--- config.mk ---
export PLATFORM = sky130hd
export DESIGN_NAME = carrierLoop
export DESIGN_NICKNAME = d
export VERILOG_FILES = /design/src/hdl/carrierLoopPkg.sv /design/src/hdl/loopCfgIf.sv /design/src/hdl/carrierLoop.sv /design/src/hdl/lockDetector.sv /design/src/hdl/loopFilter.sv /design/src/hdl/carrierLoopRegs.sv
export SDC_FILE = /design/constraint.sdc
export NUM_CORES = 2
export LEC_CHECK = 0
export BUFFER_PORTS_ARGS = -buffer_cell sky130_fd_sc_hd__buf_2
export CORE_AREA = 5 5 311 313
export DETAILED_ROUTE_END_ITERATION = 12
export DIE_AREA = 0 0 316 318
export PLACE_DENSITY = 0.6
export SKIP_LAST_GASP = 1
export SLEW_MARGIN = 5
export SYNTH_ARGS = -nofsm -noshare
export SYNTH_HDL_FRONTEND = slang
export SYNTH_SLANG_ARGS = --single-unit
export TNS_END_PERCENT = 100
--- constraint.sdc ---
create_clock -name clk -period 12.05 [get_ports clk]
set_input_delay 2.41 -clock clk [delete_from_list [all_inputs] [get_ports clk]]
set_output_delay 2.41 -clock clk [all_outputs]
set_load 0.02 [all_outputs]
--- src/hdl/carrierLoopPkg.sv ---
`default_nettype none

package carrierLoopPkg;

    // Bus and datapath widths
    localparam int busWidth       = 32;
    localparam int addrWidth      = 12;
    localparam int errorWidth     = 16;
    localparam int manWidth       = 8;
    localparam int expWidth       = 5;
    localparam int lockCountWidth = 16;
    localparam int thresholdWidth = 12;

    // Register byte addresses
    localparam logic [addrWidth-1:0] addrControl      = 12'h000;
    localparam logic [addrWidth-1:0] addrLeadLag      = 12'h004;
    localparam logic [addrWidth-1:0] addrUpperLimit   = 12'h008;
    localparam logic [addrWidth-1:0] addrLowerLimit   = 12'h00C;
    localparam logic [addrWidth-1:0] addrLoopData     = 12'h010;
    localparam logic [addrWidth-1:0] addrLockDetector = 12'h014;
    localparam logic [addrWidth-1:0] addrIntegrator   = 12'h018;

    // Integrator limits start at the full signed range
    localparam logic [busWidth-1:0] upperLimitReset = 32'h7FFF_FFFF;
    localparam logic [busWidth-1:0] lowerLimitReset = 32'h8000_0000;

    // Values of acqTrackControl, where 3 behaves as track
    localparam logic [1:0] modeOpen  = 2'd0;
    localparam logic [1:0] modeTrack = 2'd1;
    localparam logic [1:0] modeHold  = 2'd2;

endpackage

`default_nettype wire
--- src/hdl/loopCfgIf.sv ---
`default_nettype none

interface loopCfgIf import carrierLoopPkg::*; ();

    logic                zeroError;
    logic                invertError;
    logic                clearAccum;
    logic [1:0]          acqTrackControl;
    logic [expWidth-1:0] leadExp;
    logic [manWidth-1:0] leadMan;
    logic [expWidth-1:0] lagExp;
    logic [manWidth-1:0] lagMan;
    logic [busWidth-1:0] upperLimit;
    logic [busWidth-1:0] lowerLimit;
    logic [busWidth-1:0] loopData;   // NCO centre word
    logic [busWidth-1:0] lagAccum;   // Integrator, read back through the register block

    modport regs (
        output zeroError, invertError, clearAccum, acqTrackControl,
        output leadExp, leadMan, lagExp, lagMan,
        output upperLimit, lowerLimit, loopData,
        input  lagAccum
    );

    modport filter (
        input  zeroError, invertError, clearAccum, acqTrackControl,
        input  leadExp, leadMan, lagExp, lagMan,
        input  upperLimit, lowerLimit, loopData,
        output lagAccum
    );

endinterface

`default_nettype wire

--- src/hdl/carrierLoop.sv ---
`default_nettype none

module carrierLoop import carrierLoopPkg::*; #(
    parameter int ErrorWidth = errorWidth
) (
    input  wire logic                         clk,
    input  wire logic                         rstN,
    input  wire logic        [addrWidth-1:0]  addr,
    input  wire logic        [busWidth-1:0]   dataIn,
    output logic             [busWidth-1:0]   dataOut,
    input  wire logic                         cs,
    input  wire logic                         wr0,
    input  wire logic                         wr1,
    input  wire logic                         wr2,
    input  wire logic                         wr3,
    input  wire logic signed [ErrorWidth-1:0] errorIn,
    input  wire logic                         errorValid,
    output logic             [busWidth-1:0]   loopOut,
    output logic                              loopValid,
    output logic                              lockStatus
);

    logic [lockCountWidth-1:0] lockCount;
    logic [thresholdWidth-1:0] syncThreshold;

    loopCfgIf cfgBus ();

    carrierLoopRegs regs (
        .clk           (clk),
        .rstN          (rstN),
        .addr          (addr),
        .dataIn        (dataIn),
        .dataOut       (dataOut),
        .cs            (cs),
        .wr0           (wr0),
        .wr1           (wr1),
        .wr2           (wr2),
        .wr3           (wr3),
        .lockStatus    (lockStatus),
        .lockCount     (lockCount),
        .syncThreshold (syncThreshold),
        .cfg           (cfgBus.regs)
    );

    loopFilter #(
        .ErrorWidth (ErrorWidth)
    ) filter (
        .clk        (clk),
        .rstN       (rstN),
        .errorIn    (errorIn),
        .errorValid (errorValid),
        .loopOut    (loopOut),
        .loopValid  (loopValid),
        .cfg        (cfgBus.filter)
    );

    // Watches the raw error, ahead of any conditioning in the filter
    lockDetector #(
        .ErrorWidth (ErrorWidth)
    ) lockDet (
        .clk           (clk),
        .rstN          (rstN),
        .errorIn       (errorIn),
        .errorValid    (errorValid),
        .lockCount     (lockCount),
        .syncThreshold (syncThreshold),
        .lockStatus    (lockStatus)
    );

endmodule

`default_nettype wire

--- src/hdl/lockDetector.sv ---
`default_nettype none

module lockDetector import carrierLoopPkg::*; #(
    parameter int ErrorWidth = errorWidth
) (
    input  wire logic                             clk,
    input  wire logic                             rstN,
    input  wire logic signed [ErrorWidth-1:0]     errorIn,
    input  wire logic                             errorValid,
    input  wire logic        [lockCountWidth-1:0] lockCount,
    input  wire logic        [thresholdWidth-1:0] syncThreshold,
    output logic                                  lockStatus
);

    logic [ErrorWidth-1:0]     absError;
    logic                      smallError;
    logic [lockCountWidth-1:0] runCount;

    // Unsigned magnitude, so the most negative error still compares as large
    assign absError   = errorIn[ErrorWidth-1] ? -errorIn : errorIn;
    assign smallError = absError < syncThreshold;

    always_ff @(posedge clk) begin
        if (!rstN) begin
            runCount <= '0;
        end else if (errorValid) begin
            if (!smallError) begin
                runCount <= '0;
            end else if (runCount != '1) begin
                runCount <= runCount + 1'b1;   // Saturates at full scale
            end
        end
    end

    // A zero count disables lock indication
    assign lockStatus = (runCount >= lockCount) && (lockCount != '0);

endmodule

`default_nettype wire

--- src/hdl/loopFilter.sv ---
`default_nettype none

module loopFilter import carrierLoopPkg::*; #(
    parameter int ErrorWidth = errorWidth
) (
    input  wire logic                         clk,
    input  wire logic                         rstN,
    input  wire logic signed [ErrorWidth-1:0] errorIn,
    input  wire logic                         errorValid,
    output logic             [busWidth-1:0]   loopOut,
    output logic                              loopValid,
    loopCfgIf.filter                          cfg
);

    logic signed [ErrorWidth-1:0] condError;
    logic        [busWidth-1:0]   leadTerm;
    logic        [busWidth-1:0]   lagTerm;
    logic                         stage1Valid;
    logic signed [busWidth:0]     trackSum;
    logic signed [busWidth:0]     upperWide;
    logic signed [busWidth:0]     lowerWide;
    logic        [busWidth-1:0]   nextAccum;

    // Signed error times unsigned mantissa, scaled by a power of two
    function automatic logic [busWidth-1:0] gainTerm(
        input logic signed [ErrorWidth-1:0] err,
        input logic        [manWidth-1:0]   man,
        input logic        [expWidth-1:0]   exponent
    );
        logic signed [busWidth-1:0] product;
        product = err * $signed({1'b0, man});
        return product << exponent;
    endfunction

    always_comb begin
        if (cfg.zeroError) begin
            condError = '0;
        end else if (cfg.invertError) begin
            condError = -errorIn;   // Most negative input wraps to itself
        end else begin
            condError = errorIn;
        end
    end

    always_ff @(posedge clk) begin
        if (!rstN) begin
            stage1Valid <= 1'b0;
        end else begin
            stage1Valid <= errorValid;
        end
    end

    always_ff @(posedge clk) begin
        if (errorValid) begin
            leadTerm <= gainTerm(condError, cfg.leadMan, cfg.leadExp);
            lagTerm  <= gainTerm(condError, cfg.lagMan, cfg.lagExp);
        end
    end

    // Integrator step with signed saturation one bit wider than the bus
    always_comb begin
        upperWide = $signed({cfg.upperLimit[busWidth-1], cfg.upperLimit});
        lowerWide = $signed({cfg.lowerLimit[busWidth-1], cfg.lowerLimit});
        trackSum  = $signed({cfg.lagAccum[busWidth-1], cfg.lagAccum})
                  + $signed({lagTerm[busWidth-1], lagTerm});
        case (cfg.acqTrackControl)
            modeOpen, modeHold: nextAccum = cfg.lagAccum;
            default: begin   // Track, also taken by the spare code 3
                if (trackSum > upperWide) begin
                    nextAccum = cfg.upperLimit;
                end else if (trackSum < lowerWide) begin
                    nextAccum = cfg.lowerLimit;
                end else begin
                    nextAccum = trackSum[busWidth-1:0];
                end
            end
        endcase
        if (cfg.clearAccum) begin
            nextAccum = '0;
        end
    end

    always_ff @(posedge clk) begin
        if (!rstN) begin
            loopValid    <= 1'b0;
            loopOut      <= '0;
            cfg.lagAccum <= '0;
        end else begin
            loopValid <= stage1Valid;
            if (stage1Valid) begin
                cfg.lagAccum <= nextAccum;
                if (cfg.acqTrackControl == modeOpen) begin
                    loopOut <= cfg.loopData;   // Open loop drives the NCO at its centre word
                end else begin
                    loopOut <= cfg.loopData + nextAccum + leadTerm;
                end
            end
        end
    end

endmodule

`default_nettype wire

--- src/hdl/carrierLoopRegs.sv ---
`default_nettype none

module carrierLoopRegs import carrierLoopPkg::*; (
    input  wire logic                      clk,
    input  wire logic                      rstN,
    input  wire logic [addrWidth-1:0]      addr,
    input  wire logic [busWidth-1:0]       dataIn,
    output logic      [busWidth-1:0]       dataOut,
    input  wire logic                      cs,
    input  wire logic                      wr0,
    input  wire logic                      wr1,
    input  wire logic                      wr2,
    input  wire logic                      wr3,
    input  wire logic                      lockStatus,
    output logic      [lockCountWidth-1:0] lockCount,
    output logic      [thresholdWidth-1:0] syncThreshold,
    loopCfgIf.regs                         cfg
);

    logic       ctrl2;
    logic       ctrl4;
    logic [3:0] byteEn;

    assign byteEn = {wr3, wr2, wr1, wr0};

    function automatic logic [busWidth-1:0] mergeBytes(
        input logic [busWidth-1:0] oldWord,
        input logic [busWidth-1:0] newWord,
        input logic [3:0]          lanes
    );
        logic [busWidth-1:0] merged;
        merged = oldWord;
        for (int i = 0; i < 4; i++) begin
            if (lanes[i]) begin
                merged[8*i +: 8] = newWord[8*i +: 8];
            end
        end
        return merged;
    endfunction

    always_ff @(posedge clk) begin
        if (!rstN) begin
            cfg.zeroError       <= 1'b0;
            cfg.invertError     <= 1'b0;
            ctrl2               <= 1'b0;
            cfg.clearAccum      <= 1'b0;
            ctrl4               <= 1'b0;
            cfg.acqTrackControl <= modeOpen;
            cfg.lagExp          <= '0;
            cfg.lagMan          <= '0;
            cfg.leadExp         <= '0;
            cfg.leadMan         <= '0;
            cfg.upperLimit      <= upperLimitReset;
            cfg.lowerLimit      <= lowerLimitReset;
            cfg.loopData        <= '0;
            lockCount           <= '0;
            syncThreshold       <= '0;
        end else if (cs) begin
            case (addr)
                addrControl: begin
                    if (wr0) begin
                        cfg.zeroError   <= dataIn[0];
                        cfg.invertError <= dataIn[1];
                        ctrl2           <= dataIn[2];   // Spare storage bit
                        cfg.clearAccum  <= dataIn[3];
                        ctrl4           <= dataIn[4];   // Spare storage bit
                    end
                    if (wr1) cfg.acqTrackControl <= dataIn[9:8];
                end
                addrLeadLag: begin
                    if (wr0) cfg.lagExp <= dataIn[4:0];
                    if (wr1) cfg.lagMan <= dataIn[15:8];
                    if (wr2) cfg.leadExp <= dataIn[20:16];
                    if (wr3) cfg.leadMan <= dataIn[31:24];
                end
                addrUpperLimit: cfg.upperLimit <= mergeBytes(cfg.upperLimit, dataIn, byteEn);
                addrLowerLimit: cfg.lowerLimit <= mergeBytes(cfg.lowerLimit, dataIn, byteEn);
                addrLoopData:   cfg.loopData <= mergeBytes(cfg.loopData, dataIn, byteEn);
                addrLockDetector: begin
                    if (wr0) lockCount[7:0] <= dataIn[7:0];
                    if (wr1) lockCount[15:8] <= dataIn[15:8];
                    if (wr2) syncThreshold[7:0] <= dataIn[23:16];
                    if (wr3) syncThreshold[11:8] <= dataIn[27:24];   // Upper nibble of lane 3 unused
                end
                default: ;
            endcase
        end
    end

    always_comb begin
        dataOut = '0;
        if (cs) begin
            case (addr)
                addrControl: begin
                    dataOut = {lockStatus, 21'b0, cfg.acqTrackControl, 3'b0,
                               ctrl4, cfg.clearAccum, ctrl2, cfg.invertError, cfg.zeroError};
                end
                addrLeadLag: begin
                    dataOut = {cfg.leadMan, 3'b0, cfg.leadExp, cfg.lagMan, 3'b0, cfg.lagExp};
                end
                addrUpperLimit:   dataOut = cfg.upperLimit;
                addrLowerLimit:   dataOut = cfg.lowerLimit;
                addrLoopData:     dataOut = cfg.loopData;
                addrLockDetector: dataOut = {4'h0, syncThreshold, lockCount};
                addrIntegrator:   dataOut = cfg.lagAccum;   // Live integrator value
                default:          dataOut = '0;
            endcase
        end
    end

endmodule

`default_nettype wire

==> key figures <==
STA
  – Final min period: between 10 and 15 ns
  – Final Slew Violations: 0
  – Setup TNS: 0 ns
  – Max Fclk: 99.73 MHz
  – Final period util: 83.21%
  – Final Hold Fails: 0
  – Slew @ Worst Pin: 1.241 ns
  – Final setup skew: 0.02961 ns
  – Final setup viols: 0
  – Final setup margin: between 2 and 2.5 ns
  – RSZ-0062 raised after global routing: false
  – Slew headroom: around 17%

Drt
  – Drt wl/cell: 22.64 µm
  – Post-route DRC: 0
  – Vias: 29937
  – Starting DRT DRC Count: 3457
  – Mean number of vias per cell: approximately 5.6
  – Routed WL: 120400 µm
  – Pre-antenna DRT Iters: 8
  – Final ANT Viol Nets: 0

Status
  – Outcome: finished clean

Pwr
  – Peak supply drop: 0.00007713 V
  – Sequential share of power: 43.5%
  – Clock share of power: 47.4%
  – P_int: approximately 1.8 mW
  – Comb pwr share: 9.1%
  – P_leak: 15.63 nW
  – NetSw: 0.6512 mW
  – Sw frac: 26.72%
  – Power density over cell area: 68.73 mW/mm²

Yosys
  – Main flop type after synthesis: dfxtp_1
  – Synth Area in Adders: 24.59%
  – Largest family of logic cells by synthesized area: adder cells
  – Synth Register Bits: slightly above 300
  – EDFF count, synth: 64
  – Multiplexer area fraction after synthesis: 5.399%
  – Synth cell types: 88
  – Cell count after synthesis: 4008
  – Synth Area per Inst: about 8.1 µm²
  – Syn nets: 4570
  – Synth Area in Compound Gates: 19.32%
  – Register area share after synthesis: 20.71%
  – Synth warn: 0
  – Synthesized area: 0.03238 mm²
  – Simple-gate area share of the yosys netlist: 19.18%
  – Post-synthesis xor/xnor area fraction: 3.513%
  – Asr flop ratio synth: 0%

Critical path
  – Critical path buffers and inverters: 1
  – Crit Path Class: reg2reg
  – Top delay family on crit path: compound AO/OA/AOI/OAI gates
  – Startpoint Class: flip-flop
  – Crit path capture type: flip-flop
  – Crit path DAT: roughly 11 ns
  – Max incr delay on CP: 0.92 ns
  – Worst Path Required: 12.54 ns
  – CP Max Fanout: 17
  – Slowest cell on the critical path: a311oi_1

Cells and area
  – Layout cells sized above 1: 8.537%
  – Post-layout util: 37.71%
  – Layout area overhead: 9.515%
  – Final #Nets: about 4600

Run
  – MaxCap Viol Count: 0

Floorplan
  – I/O pins: 134
  – Die width: 316 µm
  – Core box area: between 0.09 and 0.1 mm²
  – Die Y: 318 µm
  – Rows: 113
  – Initial Utilization: 34.43%
  – Die ar.: 0.1005 mm²

Global route
  – Largest net degree at the start of global routing: 76
  – Global-route wire length before repair: 179700 µm
  – Vias in the first global route: approximately 28000
  – Overflow after GRT: 0
  – Gr usage total: a little under a quarter
  – Antenna violations before repair: 26

Worst hold path
  – Hold Path Class: reg2reg

Clock network
  – # clock sinks: roughly 300
  – CTS tree: built
  – Clk pin slew, worst setup/hold paths: 0.05 ns
  – Post-CTS Setup Inserts: 0
  – H-tree depth: 2
  – CTS hold repair buffers: 0
  – CTS resizes: 0
  – Root buffer cell: clkbuf_16
  – Worst skew pair latency: between 0.5 and 0.6 ns
  – Num CTS Buffers: 36
  – CTS Buffer Depth: 3

Placement
  – Post-DP HPWL: 95970 µm
  – Placement Setup Slack: 1.753 ns
  – PortBufs: 133
  – Placer Congestion: 1.015
[metrics by stage]
stage	area [µm²]	hold slack, ns	std cells	total power, mW
global route	35430	0.4960	5307	2.502
floorplan	32380	0.4459	4008	1.199
CTS	35430	0.4757	5306	2.441
global placement	34240	0.4598	5245	1.297
detailed placement	34240	0.4674	5245	1.299
finish	35460	0.4807	5316	2.437
[worst register-to-register path, delay by kind of cell (launching register included)]
family / cells / cell delay [ns]
multiplexers: 1 / 0.29
buffers and inverters: 1 / 0.32
XOR/XNOR: 1 / 0.24
AND/OR/NAND/NOR: 5 / 1.13
AO/OA/AOI/OAI: 17 / 6.11
flip-flops: 1 / 0.42
adder cells (fa/ha/maj): 4 / 1.46
[layout by cell type (no fill, tap or decap), drive strengths merged, types with 25 or more instances in the layout]
cell / instances
nor2b: 30
mux2: 53
o21ai: 147
o211ai: 55
nand3: 110
and2: 186
buf: 183
xor2: 60
a21oi: 331
a211oi: 48
nor3: 39
nor2: 267
a21o: 70
a31oi: 44
and3: 25
inv: 417
edfxtp: 64
dfxtp: 239
a222oi: 28
fa: 237
ha: 257
xnor2: 69
nand2: 567
mux2i: 88
clkbuf: 48
nand4: 33
[metal layers]
metal	vias to the layer above	part of all wire [%]	track usage, %
li1	13876	-	-
met1	14433	42	31.51
met2	1333	42	34.83
met3	287	9.9	5.379
met4	8	5.6	10.74
met5	-	0.041	0
[power by group through the flow]
stage	Clock [mW]	Sequential (mW)	Combinational [mW]
after floorplan	0	1.08	0.119
after global placement	0	1.08	0.214
after detailed placement	0	1.08	0.216
after CTS	1.16	1.06	0.217
after global routing	1.20	1.06	0.237
final	1.15	1.06	0.222
[cell type report]
cell class,instances,area (µm²)
Clock buffer,48,1007
Clock inverter,13,187.7
Inverter,417,1568
Sequential cell,303,6708
Antenna cell,10,25.02
Tap cell,1265,1583
Multi-Input combinational cell,3077,23340
Timing Repair Buffer,183,1041
Fill cell,9722,58560
[cells by family after synthesis]
family | Yosys count
buf+inv | 628
fa+ha+maj | 494
compound gates | 954
xor+xnor | 129
mux | 153
flops | 303
simple gates | 1347
[path summary, 6_finish.rpt]
path                             end  slack (ns)                     from  cells after the start
max               filter.loopOut[28]        2.02        filter.lagTerm[1]                     29
min          regs.cfg.lowerLimit[18]        0.48  regs.cfg.lowerLimit[18]                      2
max reg2reg       filter.loopOut[28]        2.02        filter.lagTerm[1]                     29
min reg2reg  regs.cfg.lowerLimit[18]        0.48  regs.cfg.lowerLimit[18]                      2
[registers in the layout, summed over array words and instances, names as in the netlist]
signal and cells:
regs.cfg.clearAccum 1, filter.cfg.lagAccum 32, filter.leadTerm 32, regs.cfg.leadMan 8
regs.cfg.lowerLimit 32, regs.cfg.loopData 32, filter.lagTerm 32, regs.ctrl4 1
filter.loopOut 32, regs.lockCount 16, regs.cfg.invertError 1, lockDet.runCount 16
regs.cfg.acqTrackControl 2, regs.cfg.lagMan 8, filter.loopValid 1, regs.cfg.leadExp 5
regs.cfg.upperLimit 32, filter.stage1Valid 1, regs.cfg.zeroError 1, regs.cfg.lagExp 5
regs.ctrl2 1, regs.syncThreshold 12
[cells in the mapped netlist (all sizes together), types with 69 or more instances]
cell type,number,area share [%]
ha,257,9.9
a21oi,331,5.1
dfxtp,239,15
nand3,110,1.7
and2,186,3.6
inv,413,4.8
a21o,70,1.6
clkbuf,186,2.2
nand2,567,6.6
nor2,267,3.1
xnor2,69,1.9
mux2i,88,2.7
o21ai,147,2.3
fa,237,15
Power figures use the tool's default switching activity.
